<file path="src/design/arkpad_consts.svh">
// Player-input front end constants
// Scan codes, joystick bit positions, the DIP download index,
// spinner divider defaults and d-pad speeds
`ifndef ARKPAD_CONSTS_SVH
`define ARKPAD_CONSTS_SVH

// PS/2 set 2 scan codes of the game keys
`define ARK_KEY_START1  8'h16  // 1
`define ARK_KEY_START2  8'h1E  // 2
`define ARK_KEY_COIN1   8'h2E  // 5
`define ARK_KEY_COIN2   8'h36  // 6
`define ARK_KEY_SERVICE 8'h46  // 9
`define ARK_KEY_FAST    8'h11  // Alt
`define ARK_KEY_LEFT    8'h6B  // Cursor left
`define ARK_KEY_RIGHT   8'h74  // Cursor right
`define ARK_KEY_FIRE    8'h29  // Space

// Download index carrying the DIP bytes
`define ARK_DIP_INDEX   8'd254

// Half-rate ticks per spinner step and per d-pad poll
`define ARK_STEP_DIV    1500
`define ARK_POLL_DIV    48000

// Pending travel loaded per d-pad poll
`define ARK_DPAD_SLOW   4
`define ARK_DPAD_FAST   9

// Digital joystick bit positions (bits 2 and 3 unused)
`define ARK_JOY_RIGHT   0
`define ARK_JOY_LEFT    1
`define ARK_JOY_FIRE    4
`define ARK_JOY_FAST    5
`define ARK_JOY_START1  6
`define ARK_JOY_COIN    7
`define ARK_JOY_START2  8

`endif

</file>
<file path="src/design/arkpad_pkg.sv">
// Player-input front end types
// Packet layouts from the PS/2 side, spinner travel and quadrature
package arkpad_pkg;

	// [10] toggle per event, [9] pressed, [7:0] scan code
	typedef logic [10:0] ps2_key_t;

	// [24] toggle per packet, [15:8] X motion, [4] X sign, [1:0] buttons
	typedef logic [24:0] mouse_pkt_t;

	typedef logic [7:0] key_code_t;

	// Right, left, -, -, fire, fast, start 1, coin, start 2
	typedef logic [8:0] joy_t;

	// Signed travel still to be played out on the spinner
	typedef logic signed [11:0] paddle_pos_t;

	typedef logic [7:0] dip_t;   // One DIP switch bank
	typedef logic [1:0] quad_t;  // {B, A} quadrature lines

	// Gray sequence with forward order Q00 -> Q01 -> Q11 -> Q10 -> Q00
	typedef enum logic [1:0] {
		Q00 = 2'b00,
		Q01 = 2'b01,
		Q11 = 2'b11,
		Q10 = 2'b10
	} quad_phase_e;

endpackage

</file>
<file path="src/design/key_decoder.sv">
// PS/2 keyboard decoder
// Holds the pressed state of the nine game keys from key event packets
`include "arkpad_consts.svh"

module key_decoder (
	input  logic                 CLK_12M,
	input  logic                 rst,
	input  arkpad_pkg::ps2_key_t ps2_key,
	output logic                 key_fire,
	output logic                 key_left,
	output logic                 key_right,
	output logic                 key_fast,
	output logic                 key_coin1,
	output logic                 key_coin2,
	output logic                 key_service,
	output logic                 key_start1,
	output logic                 key_start2
);

	logic                  tgl_q;    // Toggle bit seen last cycle
	logic                  key_evt;  // New packet this cycle
	logic                  pressed;
	arkpad_pkg::key_code_t code;

	assign key_evt = ps2_key[10] != tgl_q;
	assign pressed = ps2_key[9];
	assign code    = ps2_key[7:0];

	always_ff @(posedge CLK_12M) begin
		if (rst) begin
			tgl_q       <= 1'b0;
			key_fire    <= 1'b0;
			key_left    <= 1'b0;
			key_right   <= 1'b0;
			key_fast    <= 1'b0;
			key_coin1   <= 1'b0;
			key_coin2   <= 1'b0;
			key_service <= 1'b0;
			key_start1  <= 1'b0;
			key_start2  <= 1'b0;
		end else begin
			tgl_q <= ps2_key[10];
			if (key_evt) begin
				// Make or break sets the key to the pressed bit
				case (code)
					`ARK_KEY_START1:  key_start1  <= pressed;
					`ARK_KEY_START2:  key_start2  <= pressed;
					`ARK_KEY_COIN1:   key_coin1   <= pressed;
					`ARK_KEY_COIN2:   key_coin2   <= pressed;
					`ARK_KEY_SERVICE: key_service <= pressed;
					`ARK_KEY_FAST:    key_fast    <= pressed;
					`ARK_KEY_LEFT:    key_left    <= pressed;
					`ARK_KEY_RIGHT:   key_right   <= pressed;
					`ARK_KEY_FIRE:    key_fire    <= pressed;
					default: ;  // Other keys leave all states alone
				endcase
			end
		end
	end

endmodule

</file>
<file path="src/design/paddle_emulator.sv">
// Emulated spinner
// Accumulates mouse X and d-pad travel, then drains it one quadrature
// phase per step at half the system clock rate
`include "arkpad_consts.svh"

module paddle_emulator #(
	parameter int STEP_DIV = 1500,   // Half-rate ticks per spinner step
	parameter int POLL_DIV = 48000   // Half-rate ticks per d-pad reload
) (
	input  logic                   CLK_12M,
	input  logic                   rst,
	input  arkpad_pkg::mouse_pkt_t ps2_mouse,
	input  logic                   pad_left,
	input  logic                   pad_right,
	input  logic                   pad_fast,
	output arkpad_pkg::quad_t      emu_quad,
	output logic                   mouse_moved
);

	localparam int STEP_W = $clog2(STEP_DIV + 1);
	localparam int POLL_W = $clog2(POLL_DIV + 1);

	logic                    ce;         // Half-rate enable at 6 MHz
	logic [STEP_W-1:0]       step_cnt;
	logic [POLL_W-1:0]       poll_cnt;
	logic                    mouse_tgl_q;
	arkpad_pkg::paddle_pos_t position;   // Pending travel with its sign as direction
	arkpad_pkg::paddle_pos_t pos_next;
	arkpad_pkg::paddle_pos_t mouse_dx;
	arkpad_pkg::paddle_pos_t dpad_speed;
	arkpad_pkg::quad_phase_e phase;
	logic                    step_now;
	logic                    fwd;
	logic                    room;
	logic                    pad_held;
	logic                    poll_load;

	//////////////////////////////////////////////////
	// Event decode

	assign mouse_moved = ce && (ps2_mouse[24] != mouse_tgl_q);  // One pulse per packet
	assign mouse_dx    = {{4{ps2_mouse[4]}}, ps2_mouse[15:8]};   // 9-bit signed X
	assign room        = position[11] == position[10];            // Not near saturation
	assign pad_held    = pad_left | pad_right;
	assign poll_load   = ce && pad_held && (poll_cnt == POLL_W'(POLL_DIV - 1));
	assign dpad_speed  = pad_fast ? 12'(`ARK_DPAD_FAST) : 12'(`ARK_DPAD_SLOW);
	assign step_now    = ce && (step_cnt == '0) && (position != '0);
	assign fwd         = position[11];  // Negative travel steps forward

	//////////////////////////////////////////////////
	// Position update where later sources take priority

	always_comb begin
		pos_next = position;
		if (step_now)
			pos_next = fwd ? position + 12'sd1 : position - 12'sd1;  // Toward zero
		if (mouse_moved && room)
			pos_next = pos_next + mouse_dx;
		if (poll_load)
			pos_next = pad_right ? dpad_speed : -dpad_speed;  // Right wins if both
	end

	always_ff @(posedge CLK_12M) begin
		if (rst) begin
			ce          <= 1'b0;
			step_cnt    <= '0;
			poll_cnt    <= '0;
			mouse_tgl_q <= 1'b0;
			position    <= '0;
			phase       <= arkpad_pkg::Q11;
		end else begin
			ce       <= ~ce;
			position <= pos_next;
			if (ce) begin
				mouse_tgl_q <= ps2_mouse[24];
				step_cnt    <= (step_cnt == STEP_W'(STEP_DIV - 1)) ? '0 : step_cnt + 1'b1;
				if (!pad_held || poll_load)
					poll_cnt <= '0;  // Restart the poll period
				else
					poll_cnt <= poll_cnt + 1'b1;
			end
			if (step_now) begin
				case (phase)
					arkpad_pkg::Q00: phase <= fwd ? arkpad_pkg::Q01 : arkpad_pkg::Q10;
					arkpad_pkg::Q01: phase <= fwd ? arkpad_pkg::Q11 : arkpad_pkg::Q00;
					arkpad_pkg::Q11: phase <= fwd ? arkpad_pkg::Q10 : arkpad_pkg::Q01;
					arkpad_pkg::Q10: phase <= fwd ? arkpad_pkg::Q00 : arkpad_pkg::Q11;
				endcase
			end
		end
	end

	assign emu_quad = arkpad_pkg::quad_t'(phase);

endmodule

</file>
<file path="src/design/encoder_halver.sv">
// External AB encoder rate halver
// Re-encodes the user-port encoder with one output phase per A edge,
// giving half the input count, and flags any input motion
module encoder_halver (
	input  logic              CLK_12M,
	input  logic              rst,
	input  arkpad_pkg::quad_t user_enc,  // {B, A}
	output arkpad_pkg::quad_t enc_quad,
	output logic              enc_moved
);

	arkpad_pkg::quad_t       enc_q;  // Inputs from last cycle
	arkpad_pkg::quad_phase_e phase;
	logic                    a_edge;
	logic                    fwd;

	assign a_edge    = user_enc[0] != enc_q[0];
	assign fwd       = user_enc[0] ^ user_enc[1];  // A against B sets direction
	assign enc_moved = user_enc != enc_q;          // Either line moved

	always_ff @(posedge CLK_12M) begin
		if (rst) begin
			enc_q <= 2'b11;  // Idle lines are pulled up
			phase <= arkpad_pkg::Q11;
		end else begin
			enc_q <= user_enc;
			if (a_edge) begin
				// B edges are dropped, which halves the count
				case (phase)
					arkpad_pkg::Q00: phase <= fwd ? arkpad_pkg::Q01 : arkpad_pkg::Q10;
					arkpad_pkg::Q01: phase <= fwd ? arkpad_pkg::Q11 : arkpad_pkg::Q00;
					arkpad_pkg::Q11: phase <= fwd ? arkpad_pkg::Q10 : arkpad_pkg::Q01;
					arkpad_pkg::Q10: phase <= fwd ? arkpad_pkg::Q00 : arkpad_pkg::Q11;
				endcase
			end
		end
	end

	assign enc_quad = arkpad_pkg::quad_t'(phase);

endmodule

</file>
<file path="src/design/input_control.sv">
// Input control
// Merges keyboard, joystick and mouse buttons into active-low board
// inputs, picks the spinner source and holds the first DIP byte
`include "arkpad_consts.svh"

module input_control (
	input  logic              CLK_12M,
	input  logic              rst,
	input  logic              key_fire,
	input  logic              key_left,
	input  logic              key_right,
	input  logic              key_fast,
	input  logic              key_coin1,
	input  logic              key_coin2,
	input  logic              key_service,
	input  logic              key_start1,
	input  logic              key_start2,
	input  arkpad_pkg::joy_t  joy,
	input  logic [1:0]        mouse_buttons,
	input  logic              fire_n_ext,
	input  logic              enc_enable,
	input  arkpad_pkg::quad_t emu_quad,
	input  logic              mouse_moved,
	input  arkpad_pkg::quad_t enc_quad,
	input  logic              enc_moved,
	input  logic              ioctl_wr,
	input  logic [24:0]       ioctl_addr,
	input  arkpad_pkg::dip_t  ioctl_dout,
	input  logic [7:0]        ioctl_index,
	output logic              pad_left,
	output logic              pad_right,
	output logic              pad_fast,
	output arkpad_pkg::quad_t spinner,
	output logic              shot_n,
	output logic              coin1_n,
	output logic              coin2_n,
	output logic              service_n,
	output logic              start1_n,
	output logic              start2_n,
	output arkpad_pkg::dip_t  dip_sw
);

	logic             enc_mode;  // Spinner taken from the user-port encoder
	arkpad_pkg::dip_t dip_q;     // Bank 0 as downloaded, active low

	//////////////////////////////////////////////////
	// Button merge

	assign pad_left  = key_left  | joy[`ARK_JOY_LEFT];
	assign pad_right = key_right | joy[`ARK_JOY_RIGHT];
	assign pad_fast  = key_fast  | joy[`ARK_JOY_FAST];

	always_ff @(posedge CLK_12M) begin
		if (rst) begin
			shot_n    <= 1'b1;
			coin1_n   <= 1'b1;
			coin2_n   <= 1'b1;
			service_n <= 1'b1;
			start1_n  <= 1'b1;
			start2_n  <= 1'b1;
		end else begin
			// Fire also from either mouse button or the user-port switch
			shot_n    <= ~(key_fire | joy[`ARK_JOY_FIRE] | (|mouse_buttons) | ~fire_n_ext);
			coin1_n   <= ~(key_coin1 | joy[`ARK_JOY_COIN]);
			coin2_n   <= ~key_coin2;    // Keyboard only
			service_n <= ~key_service;  // Keyboard only
			start1_n  <= ~(key_start1 | joy[`ARK_JOY_START1]);
			start2_n  <= ~(key_start2 | joy[`ARK_JOY_START2]);
		end
	end

	//////////////////////////////////////////////////
	// Spinner source and DIP bank

	always_ff @(posedge CLK_12M) begin
		if (rst) begin
			enc_mode <= 1'b0;
			dip_q    <= '0;
		end else begin
			if (mouse_moved || pad_left || pad_right)
				enc_mode <= 1'b0;  // Emulated input reclaims the spinner
			if (enc_moved)
				enc_mode <= 1'b1;
			if (!enc_enable)
				enc_mode <= 1'b0;
			if (ioctl_wr && ioctl_index == `ARK_DIP_INDEX && ioctl_addr == '0)
				dip_q <= ioctl_dout;
		end
	end

	assign spinner = enc_mode ? enc_quad : emu_quad;
	assign dip_sw  = ~dip_q;  // Board reads switches active low

endmodule

</file>
<file path="src/design/arkpad_top.sv">
// Player-input front end top level
// Keyboard decoder, emulated spinner and encoder halver feeding the
// control block that drives the game board inputs
`include "arkpad_consts.svh"

module arkpad_top #(
	parameter int STEP_DIV = `ARK_STEP_DIV,
	parameter int POLL_DIV = `ARK_POLL_DIV
) (
	input  logic                   CLK_12M,
	input  logic                   rst,
	input  arkpad_pkg::ps2_key_t   ps2_key,
	input  arkpad_pkg::mouse_pkt_t ps2_mouse,
	input  arkpad_pkg::joy_t       joy,
	input  logic [3:0]             user_in,  // [1:0] encoder, [3] fire low
	input  logic                   enc_enable,
	input  logic                   ioctl_wr,
	input  logic [24:0]            ioctl_addr,
	input  arkpad_pkg::dip_t       ioctl_dout,
	input  logic [7:0]             ioctl_index,
	output arkpad_pkg::quad_t      spinner,
	output logic                   shot_n,
	output logic                   coin1_n,
	output logic                   coin2_n,
	output logic                   service_n,
	output logic                   start1_n,
	output logic                   start2_n,
	output arkpad_pkg::dip_t       dip_sw
);

	logic key_fire, key_left, key_right, key_fast;
	logic key_coin1, key_coin2, key_service, key_start1, key_start2;
	logic pad_left, pad_right, pad_fast;
	logic mouse_moved, enc_moved;
	arkpad_pkg::quad_t emu_quad, enc_quad;

	key_decoder key_decoder_inst (
		.CLK_12M(CLK_12M), .rst(rst), .ps2_key(ps2_key),
		.key_fire(key_fire), .key_left(key_left), .key_right(key_right),
		.key_fast(key_fast), .key_coin1(key_coin1), .key_coin2(key_coin2),
		.key_service(key_service), .key_start1(key_start1), .key_start2(key_start2)
	);

	paddle_emulator #(.STEP_DIV(STEP_DIV), .POLL_DIV(POLL_DIV)) paddle_emulator_inst (
		.CLK_12M(CLK_12M), .rst(rst), .ps2_mouse(ps2_mouse),
		.pad_left(pad_left), .pad_right(pad_right), .pad_fast(pad_fast),
		.emu_quad(emu_quad), .mouse_moved(mouse_moved)
	);

	encoder_halver encoder_halver_inst (
		.CLK_12M(CLK_12M), .rst(rst), .user_enc(user_in[1:0]),
		.enc_quad(enc_quad), .enc_moved(enc_moved)
	);

	input_control input_control_inst (
		.CLK_12M(CLK_12M), .rst(rst),
		.key_fire(key_fire), .key_left(key_left), .key_right(key_right),
		.key_fast(key_fast), .key_coin1(key_coin1), .key_coin2(key_coin2),
		.key_service(key_service), .key_start1(key_start1), .key_start2(key_start2),
		.joy(joy), .mouse_buttons(ps2_mouse[1:0]), .fire_n_ext(user_in[3]),
		.enc_enable(enc_enable), .emu_quad(emu_quad), .mouse_moved(mouse_moved),
		.enc_quad(enc_quad), .enc_moved(enc_moved),
		.ioctl_wr(ioctl_wr), .ioctl_addr(ioctl_addr), .ioctl_dout(ioctl_dout),
		.ioctl_index(ioctl_index),
		.pad_left(pad_left), .pad_right(pad_right), .pad_fast(pad_fast),
		.spinner(spinner), .shot_n(shot_n), .coin1_n(coin1_n), .coin2_n(coin2_n),
		.service_n(service_n), .start1_n(start1_n), .start2_n(start2_n),
		.dip_sw(dip_sw)
	);

endmodule

</file>
<file path="config.mk">
export PLATFORM = sky130hd
export DESIGN_NAME = arkpad_top
export DESIGN_NICKNAME = d
export VERILOG_FILES = /design/src/design/arkpad_pkg.sv /design/src/design/key_decoder.sv /design/src/design/paddle_emulator.sv /design/src/design/encoder_halver.sv /design/src/design/input_control.sv /design/src/design/arkpad_top.sv
export VERILOG_INCLUDE_DIRS = /design/src /design/src/design
export SDC_FILE = /design/constraint.sdc
export NUM_CORES = 1
export LEC_CHECK = 0
export BUFFER_PORTS_ARGS = -buffer_cell sky130_fd_sc_hd__buf_2
export CORE_MARGIN = 1
export CORE_UTILIZATION = 54
export DETAILED_ROUTE_END_ITERATION = 8
export MAX_ROUTING_LAYER = met4
export PLACE_DENSITY = 0.81
export RECOVER_POWER = 50
export REMOVE_ABC_BUFFERS = 1
export SLEW_MARGIN = 20
export SYNTH_ARGS = -nofsm -noshare
export SYNTH_HDL_FRONTEND = slang
export SYNTH_SLANG_ARGS = --single-unit
</file>
<file path="constraint.sdc">
create_clock -name CLK_12M -period 4.5 [get_ports CLK_12M]
set_clock_uncertainty 0.15 [all_clocks]
set_input_delay 0.225 -clock CLK_12M [delete_from_list [all_inputs] [get_ports CLK_12M]]
set_output_delay 0.225 -clock CLK_12M [all_outputs]
set_load 0.005 [all_outputs]
</file>
## Word-level counts from Yosys, hierarchy flattened

Cells that the tools add are included.

| word-level totals | value |
|---|---|
| logic and storage cells | 126 |
| input port bits | 94 |
| register bits after elaboration | 72 |
| output and inout port bits | 16 |

| cells by class | value |
|---|---|
| add/subtract/negate cells | 6 |
| bitwise gates (word level) | 21 |
| mux-type cells | 21 |
| eq/ne operators | 23 |
| reduce and logical (&&, ||, !) cells | 29 |

Operators with widths:

| cell | number |
|---|---|
| $mux W12 | 5 |
| $logic_not A25 Y1 | 1 |
| $eq A8 B5 Y1 const B | 3 |
| $eq A8 B6 Y1 const B | 3 |
| $eq A8 B7 Y1 const B | 3 |
| $mux W2 | 9 |
| $reduce_and A2 Y1 | 9 |
| $add A16 B1 Y16 const B | 1 |
| $eq A16 B16 Y1 const B | 1 |
| $mux W16 | 1 |
| $pmux W2 S4 | 2 |
| $add A12 B2 Y12 const B | 1 |
| $add A12 B9 Y12 | 1 |
| $neg A12 Y12 | 1 |
| $reduce_bool A12 Y1 | 1 |
| $sub A12 B2 Y12 const B | 1 |
| $add A11 B1 Y11 const B | 1 |
| $eq A11 B11 Y1 const B | 1 |
| $logic_not A11 Y1 | 1 |
| $mux W11 | 1 |
| $or A1 B1 Y1 | 10 |
| $not A1 Y1 | 9 |
| $eq A2 B2 Y1 const B | 4 |
| $eq A8 B8 Y1 const B | 1 |
| other kinds (14) | 29 |

## Depth between registers and ports, before layout

Gate-level depths: netlist of run 1.

| logic depth | value |
|---|---|
| depth after elaboration | 7 |
| depth in mapped cells | 16 |

## Hierarchy

A second synthesis of run 1 with hierarchy kept.

| second synthesis, totals | value |
|---|---|
| cells, all modules | 524 |
| area total of the unflattened synthesis | 4643.2 µm² |

Modules (own cells, without submodules):

| module | times used | area each (µm²) | cells an instance |
|---|---|---|---|
| paddle_emulator | 1 | 3088.0 | 369 |
| input_control | 1 | 810.8 | 81 |
| key_decoder | 1 | 554.3 | 53 |
| encoder_halver | 1 | 190.2 | 21 |

## Worst setup path after synthesis of run 1

Ideal clock, no wire load.

| timing path | value |
|---|---|
| path type | reg2reg |
| start point | register paddle_emulator_inst.position[11] |
| end point | register paddle_emulator_inst.position[11] |
| library setup time | 0.122 ns |
| required time | 4.228 ns |
| period minus slack after synthesis | 3.516 ns |
| setup slack | 0.984 ns |
| data arrival time | 3.244 ns |
| cell stages (with the launch flop) | 16 |
| path buffers | 0 |
| cell sequence | dfxtp_1 -> inv_1 -> ha_1 -> nor2b_1 -> o2111ai_1 -> o211ai_1 -> a221o_1 -> xnor2_1 -> o21a_1 -> ha_1 -> inv_1 -> a21o_1 -> o311a_1 -> mux2i_1 -> nor4b_1 -> a221o_1 |

| on the way | value |
|---|---|
| longest elaborated chain between the ends | 6 |

Ends and longest elaborated chain:

| element | line | RTL |
|---|---|---|
| start: declaration | paddle_emulator.sv:27 | `arkpad_pkg::paddle_pos_t position;` |
| start signal: assignment | paddle_emulator.sv:73 | `position <= pos_next;` |
| $sub A12 B2 Y12 (tied with other cells) | paddle_emulator.sv:56 | `pos_next = fwd ? position + 12'sd1 : position - 12'sd1;` |
| $mux W12 or $logic_and A1 B1 Y1 (tied branches) | paddle_emulator.sv:56, paddle_emulator.sv:47 |  |
| $mux W12 | paddle_emulator.sv:55 | `if (step_now)` |
| $add A12 B9 Y12 | paddle_emulator.sv:58 | `pos_next = pos_next + mouse_dx;` |
| $mux W12 (*) | paddle_emulator.sv:57 | `if (mouse_moved && room)` |
| $mux W12 (*) | paddle_emulator.sv:59 | `if (poll_load)` |

Every way passes the cells marked *; elsewhere a longest branch is shown, timed or not.
A chain may end at the register's enable or synchronous reset.

## Worst setup path in the final report of run 1

Same ends and word-level chain as after synthesis.

==> results.json, run 1 <==
{
  "relSlewSlack_pct": 45.13,
  "clk-insertion-delay-late_ps": 350,
  "synth_top_family_by_area": "simple AND/OR/NAND/NOR gates",
  "worst_ep_required_time_ps": 4580,
  "io_buffers": 92,
  "ys_ff_latch": 72,
  "maxCapViolations": 0,
  "numCtsBuffers": 9,
  "ys_types": 63,
  "rows": 32,
  "worstSetupEndpoint": "paddle_emulator_inst.position[11]",
  "cp_slowest_stage_delay_ps": 440,
  "grt_overflow_total": 0,
  "layout-drive-gt1-share_pct": 18.80,
  "synth_adder_area_share_pct": 8.989,
  "syn_avg_cell_area_um2": 8.346,
  "hold_path_class": "input port to register",
  "netlist_area_um2": 4482,
  "synth-edff-count": 0,
  "grt_pass1_wl_um": 17270,
  "cp_slowest_cell": "dfxtp_1",
  "grt_pass1_vias": 3974,
  "status": "completed",
  "cts_sinks": 72,
  "path_cells": "inv_1 > ha_1 > a21oi_1 > nand2_1 > o21ai_0 > nand2_1 > xnor2_1 > o21ai_0 > ha_1 > a21o_1 > o211ai_1 > a21o_1 > o311a_1 > mux2i_1 > nor4b_1 > a221o_1",
  "cts-root-buf": "clkbuf_8",
  "crit_fanout": 12,
  "routabilityCongestion": 0.9100,
  "drt_iter0_markers": 184,
  "setup_tns_ps": 0,
  "power_leakage_nw": 2.244,
  "synth_compound_area_share_pct": 13.34,
  "multi_input_area_um2": 2848,
  "yosys.area_share.simple_pct": 27.14,
  "wirelength_um": 10490,
  "max_freq_ghz": 0.2377,
  "ys_async_sr_fraction_pct": 0,
  "clk_pin_slew_ps": 80,
  "vias": 4205,
  "antenna_cells": 0,
  "dieHeight_um": 93.10,
  "dp_hpwl_um": 7785,
  "ir_worst_vdd_uv": 618.3,
  "num-fill-cells": 669,
  "synth_xor_area_share_pct": 8.794,
  "grtUsageTotal_pct": 25.79,
  "grt_max_degree": 46,
  "h-tree-depth": 3,
  "routedWlPerCell_um": 13.97,
  "netlist_instances": 537,
  "period_minus_slack_ps": 4208,
  "die_area_um2": 8668,
  "pwr_density_cell_nw_per_um2": 564.2,
  "synth.mux.area_fraction_pct": 5.444,
  "cts_setup_buffers": 0,
  "ant_nets": 0,
  "cts_tree": "yes",
  "start_kind": "register",
  "final_cell_mix": "84 x buf_2, 73 x nor2_1, 72 x dfxtp_1",
  "core_area_um2": 7888,
  "ys_warn_count": 0,
  "cts_buffer_depth": 2,
  "reg2reg_setup_slack_ps": 290,
  "antenna_found_initial": 0,
  "final_common_cell": "buf_2",
  "drv_slew": 0,
  "rsz0062_at_grt": "false",
  "vias_per_cell": 5.599,
  "rr_endpoint": "paddle_emulator_inst.position[11]",
  "r2r-start": "paddle_emulator_inst.position[11]",
  "drt_pre_antenna_iters": 5,
  "io_pins": 110,
  "holdBufCountCts": 17,
  "ctsResizeCount": 0,
  "worstSetupPathType": "register to register",
  "period_share_pct": 93.51,
  "reg2reg_depth": 16,
  "start_util_pct": 56.82,
  "worst_pin_slew_ps": 820.1,
  "seq_area_frac_synth_pct": 32.16,
  "die_w_um": 93.10,
  "synthFlopType": "dfxtp_1",
  "timing.final.hold_violations": 0,
  "crit_start": "paddle_emulator_inst.position[11]",
  "holdWs_ps": 36.91,
  "worstSetupEndpointType": "register",
  "syn_to_final_growth_pct": 19.65,
  "fin_nets": 769,
  "setup_viol": 0,
  "arrival_ps": 4290,
  "drc": 0,
  "ff_latch_area_um2": 1441
}
==> state kept, by name, summed over array words and instances, names as in the netlist, 2 cells and up <==
| register | flops |
|---|---|
| paddle_emulator_inst.position | 12 |
| encoder_halver_inst.enc_quad | 2 |
| paddle_emulator_inst.emu_quad | 2 |
| paddle_emulator_inst.step_cnt | 11 |
| input_control_inst.dip_q | 8 |
| encoder_halver_inst.enc_q | 2 |
| paddle_emulator_inst.poll_cnt | 16 |
==> worst min path at each step <==
stage / start / endpoint / slack [ps] / depth (start not counted)
3_5_place_dp: key_decoder_inst.key_service / input_control_inst.service_n / 230 / 1
4_1_cts: ps2_mouse[0] / input_control_inst.shot_n / 30 / 3
5_1_grt: ps2_mouse[1] / input_control_inst.shot_n / 50 / 3
6_report: ps2_mouse[0] / input_control_inst.shot_n / 40 / 3
3_3_place_gp: key_decoder_inst.key_coin2 / input_control_inst.coin2_n / 230 / 1
2_1_floorplan: rst / paddle_emulator_inst.position[0] / 140 / 1
==> logic make-up (layout without fill, tap and decap cells) <==
| kind of cell | Yosys count | in the layout |
|---|---|---|
| compound gates | 90 | 90 |
| xor+xnor | 45 | 45 |
| fa+ha+maj | 31 | 31 |
| buf+inv | 43 | 155 |
| flops | 72 | 72 |
| mux | 24 | 24 |
| simple gates | 232 | 232 |
==> power breakdown <==
group | switching (W) | internal [W] | leakage (nW)
Sequential | 0.0000622 | 0.000702 | 0.586
Combinational | 0.000960 | 0.000775 | 1.56
Clock | 0.000254 | 0.000273 | 0.0989
==> area by class of cell <==
type | instances | area share (%)
multi-input cells | 422 | 53.10
inverters | 27 | 1.890
clock buffers | 10 | 2.566
clock inverters | 6 | 1.260
well taps | 102 | 2.380
repair buffers | 112 | 11.92
flip-flops and latches | 72 | 26.88
==> synthesized netlist by cell type (all sizes together) (2+ instances only) <==
library cell  instances  area share [%]
o211ai                4            0.67
o31ai                 3            0.50
nor2b                 3            0.42
nand4                16             2.7
nor3                 17             2.0
dfxtp                72              32
nor3b                 2            0.33
nand3b                2            0.33
mux2i                21             4.7
buf                   8             1.2
o21ai                18             2.1
a21o                 11             1.8
nor4b                 2            0.39
or2                   6            0.84
nand2b               10             1.5
nor2                 73             6.3
nand3                23             2.7
a221o                 2            0.45
xnor2                21             4.1
and2                  4            0.56
nand4b                3            0.59
clkbuf                8            0.67
o21bai                7             1.2
and3                  5            0.70
or3                   5            0.81
ha                   29             8.1
o311a                 3            0.67
mux2                  3            0.75
a311oi                2            0.39
o21a                  5            0.84
nand2                47             3.9
a21oi                23             2.7
xor2                 24             4.7
a211o                 2            0.39
fa                    2            0.89
a31oi                 5            0.70
inv                  27             2.3
nor4                 10             2.2
==> per-stage QoR <==
stage          setup WS (ps)  cells  power [W]  instance area (µm²)  util (%)
2_1_floorplan          936.9    521   0.002113                 4398         -
3_3_place_gp           461.0    718   0.002411                 5009     63.50
3_5_place_dp           355.3    718   0.002486                 5009     63.50
4_1_cts                332.4    751   0.003026                 5384     68.26
5_1_grt                10.51    751   0.003294                 5363     67.99
6_report               292.1    751   0.003026                 5363     67.99
==> per-layer routing <==
metal  GRT usage, %  vias to the layer above  routed length, µm  part of all wire, %
met5              -                        -                  0                    0
met4          13.08                        0                272                  2.6
met3          4.878                       23                623                  5.9
met2          45.59                      153               5289                   50
met1          27.47                     1933               4308                   41
li1               -                     2096                  -                    -
==> worst max-delay path: cells and delay by family (launching register included) <==
kind	cells	cell delay, ps
XOR/XNOR	1	130
flip-flops	1	440
buffers and inverters	1	260
AND/OR/NAND/NOR	3	260
AO/OA/AOI/OAI	8	1810
adder cells (fa/ha/maj)	2	800
multiplexers	1	240
Power figures use the tool's default switching activity.
==> run 2, diff against run 1 <==
--- a/config.mk
+++ b/config.mk
@@ -8,13 +8,14 @@
 export LEC_CHECK = 0
 export BUFFER_PORTS_ARGS = -buffer_cell sky130_fd_sc_hd__buf_2
 export CORE_MARGIN = 1
-export CORE_UTILIZATION = 54
+export CORE_UTILIZATION = 55
 export DETAILED_ROUTE_END_ITERATION = 8
 export MAX_ROUTING_LAYER = met4
-export PLACE_DENSITY = 0.81
+export PLACE_DENSITY = 0.82
 export RECOVER_POWER = 50
 export REMOVE_ABC_BUFFERS = 1
 export SLEW_MARGIN = 20
 export SYNTH_ARGS = -nofsm -noshare
 export SYNTH_HDL_FRONTEND = slang
+export SYNTH_HIERARCHICAL = 1
 export SYNTH_SLANG_ARGS = --single-unit
==> results.json, run 2 <==
{
  "status": "complete, but fails checks",
  "violations": "capacitance limit, slew limit",
  "grt_pass1_vias": 4079,
  "arrival_ps": 4370,
  "vias": 4206,
  "synth_largest_area_cell": "dfxtp_1",
  "pwr_density_cell_nw_per_um2": 589.1,
  "synth.most_common_cell": "dfxtp_1",
  "comb_power_share_pct": 58.6,
  "holdPathStages": 3,
  "power_frac_clock_pct": 17.6,
  "die_w_um": 93.88,
  "min_from": "ps2_mouse[24]",
  "final_cell_mix": "84 x buf_2, 72 x dfxtp_1, 55 x nor2_1",
  "crit_start": "paddle_emulator_inst/position[11]",
  "grt_pass1_wl_um": 17980,
  "power_frac_seq_pct": 23.8,
  "seq_area_frac_synth_pct": 31.04,
  "relSlewSlack_pct": -25.98,
  "worstSetupEndpointType": "register",
  "worstSetupPathType": "register to register",
  "cts_setup_buffers": 0,
  "rsz0062_at_grt": "false",
  "p_sw_share_pct": 41.57,
  "ys_top_cells_by_area": "dfxtp_1 31%, ha_1 7.8%, xor2_1 5.5%",
  "num-fill-cells": 677,
  "routedWlPerCell_um": 14.66,
  "start_util_pct": 56.80,
  "clk-insertion-delay-late_ps": 340,
  "start_kind": "register",
  "drc": 0,
  "fin_nets": 754,
  "final_common_cell": "buf_2",
  "cp.depth": 16,
  "critPathBufInv": 1,
  "syn_to_final_growth_pct": 18.76,
  "netlist_instances": 524,
  "maxCapViolations": 1,
  "max_freq_ghz": 0.2352,
  "ir_worst_vdd_uv": 239.9,
  "yosysTopAreaCellShare_pct": 31.04,
  "timing.final.hold_violations": 0,
  "ys_types": 76,
  "cts_buffer_depth": 2,
  "r2r-start": "paddle_emulator_inst/position[11]",
  "netlist_area_um2": 4643,
  "ys_ff_latch": 72,
  "drv_slew": 49,
  "routabilityCongestion": 0.8573,
  "crit_family": "compound AO/OA/AOI/OAI gates",
  "worst_pin_slew_ps": 1890,
  "period_minus_slack_ps": 4252,
  "cts_tree": "yes",
  "crit_path_frequent_cell": "a21oi_1",
  "ctsResizeCount": 0,
  "grt_overflow_total": 0,
  "power_switching_w": 0.001350,
  "io_pins": 110,
  "antenna_cells": 0,
  "worst_ep_required_time_ps": 4620,
  "rows": 33,
  "die_area_um2": 8813,
  "clk_pin_slew_ps": 80,
  "numCtsBuffers": 9,
  "reg2reg_depth": 16,
  "largest_reg_flops": 16,
  "crit_fanout": 11,
  "path_cells": "inv_1 > ha_1 > a211oi_1 > or2_2 > nand2b_1 > a21oi_1 > xor2_1 > o21ai_0 > ha_1 > a21oi_1 > o21ai_0 > o311ai_0 > a21oi_1 > xor2_1 > nor2_1 > o31ai_1",
  "cp_slowest_stage_delay_ps": 510,
  "hold_path_class": "input port to register",
  "cts-root-buf": "clkbuf_8",
  "cts_sinks": 72,
  "top_regs": "paddle_emulator_inst/poll_cnt x16, paddle_emulator_inst/position x12, paddle_emulator_inst/step_cnt x11",
  "ys_async_sr_fraction_pct": 0,
  "regMostFlops": "paddle_emulator_inst/poll_cnt",
  "p_int_w": 0.001898,
  "ant_nets": 0,
  "vias_per_cell": 5.691,
  "layout-drive-gt1-share_pct": 20.82,
  "dieHeight_um": 93.88,
  "antenna_found_initial": 0,
  "ys_warn_count": 6,
  "holdBufCountCts": 16,
  "ys_top_cells_by_count": "72 x dfxtp_1, 55 x nor2_1, 29 x ha_1, 29 x nand2_1, 29 x xor2_1",
  "cp_slowest_cell": "dfxtp_1",
  "setup_tns_ps": 0,
  "drt_pre_antenna_iters": 4,
  "fin_total_pwr_w": 0.003249,
  "syn_avg_cell_area_um2": 8.861,
  "dp_hpwl_um": 8125,
  "grt_max_degree": 49,
  "setup_viol": 0,
  "core_area_um2": 8175,
  "period_share_pct": 94.48,
  "wirelength_um": 10840,
  "power_leakage_nw": 2.285,
  "drt_iter0_markers": 209,
  "h-tree-depth": 3,
  "io_buffers": 92,
  "synthFlopType": "dfxtp_1",
  "synth-edff-count": 0,
  "grtUsageTotal_pct": 26.63
}
==> run 2: final timing paths <==
path,endpoint,slack [ps]
worst max register to register,paddle_emulator_inst/position[10],250
worst max-delay path,paddle_emulator_inst/position[10],250
worst min-delay path,paddle_emulator_inst/mouse_tgl_q,30
worst min register to register,input_control_inst/coin2_n,250
==> run 2: layer usage <==
metal	global-route usage [%]	part of all wire, %
met1	30.14	42
met3	4.612	6.7
met5	-	0
met4	9.103	0.91
met2	47.26	50
==> run 2: cell families after synthesis <==
family | count (synthesis) | share of synthesized area (%)
adder cells (fa/ha/maj) | 31 | 8.677
XOR/XNOR | 49 | 9.404
buffers and inverters | 36 | 3.907
AO/OA/AOI/OAI | 102 | 15.25
multiplexers | 16 | 3.557
AND/OR/NAND/NOR | 218 | 28.16
flip-flops | 72 | 31.04
==> run 2: power groups by stage <==
stage          Combinational, W  Clock [W]  Sequential (W)
2_1_floorplan           0.00148          0        0.000768
3_3_place_gp            0.00176          0        0.000784
3_5_place_dp            0.00185          0        0.000788
4_1_cts                 0.00188   0.000579        0.000773
5_1_grt                 0.00209   0.000615        0.000785
6_report                0.00190   0.000573        0.000773
==> run 2: area by class of cell <==
class	instances	area, µm²	share of cell area (%)
multi-input combinational	416	3020	54.78
sequential	72	1441	26.14
timing repair buffer	110	625.6	11.35
clock buffer	11	141.4	2.564
tap	105	131.4	2.383
clock inverter	5	78.83	1.430
inverter	20	75.07	1.361
==> run 2: worst register-to-register path, delay by kind of cell, from the launching register on <==
| family | cells | cell delay, ps |
|---|---|---|
| AOI/OAI and AO/OA | 8 | 1950 |
| adders and majority gates | 2 | 720 |
| DFF | 1 | 510 |
| and+or+nand+nor | 3 | 310 |
| buffers and inverters | 1 | 280 |
| xor gates and xnor gates | 2 | 250 |
==> run 2: per-stage QoR <==
stage	utilization [%]	cell area [µm²]	setup WS [ps]	cells	hold WS (ps)
2_1_floorplan	-	4537	913.9	508	141.7
3_3_place_gp	62.92	5144	536.4	707	231.7
3_5_place_dp	62.92	5144	340.4	707	239.8
4_1_cts	67.57	5524	323.4	739	15.30
5_1_grt	67.45	5514	51.76	739	39.98
6_report	67.45	5514	248.3	739	25.40
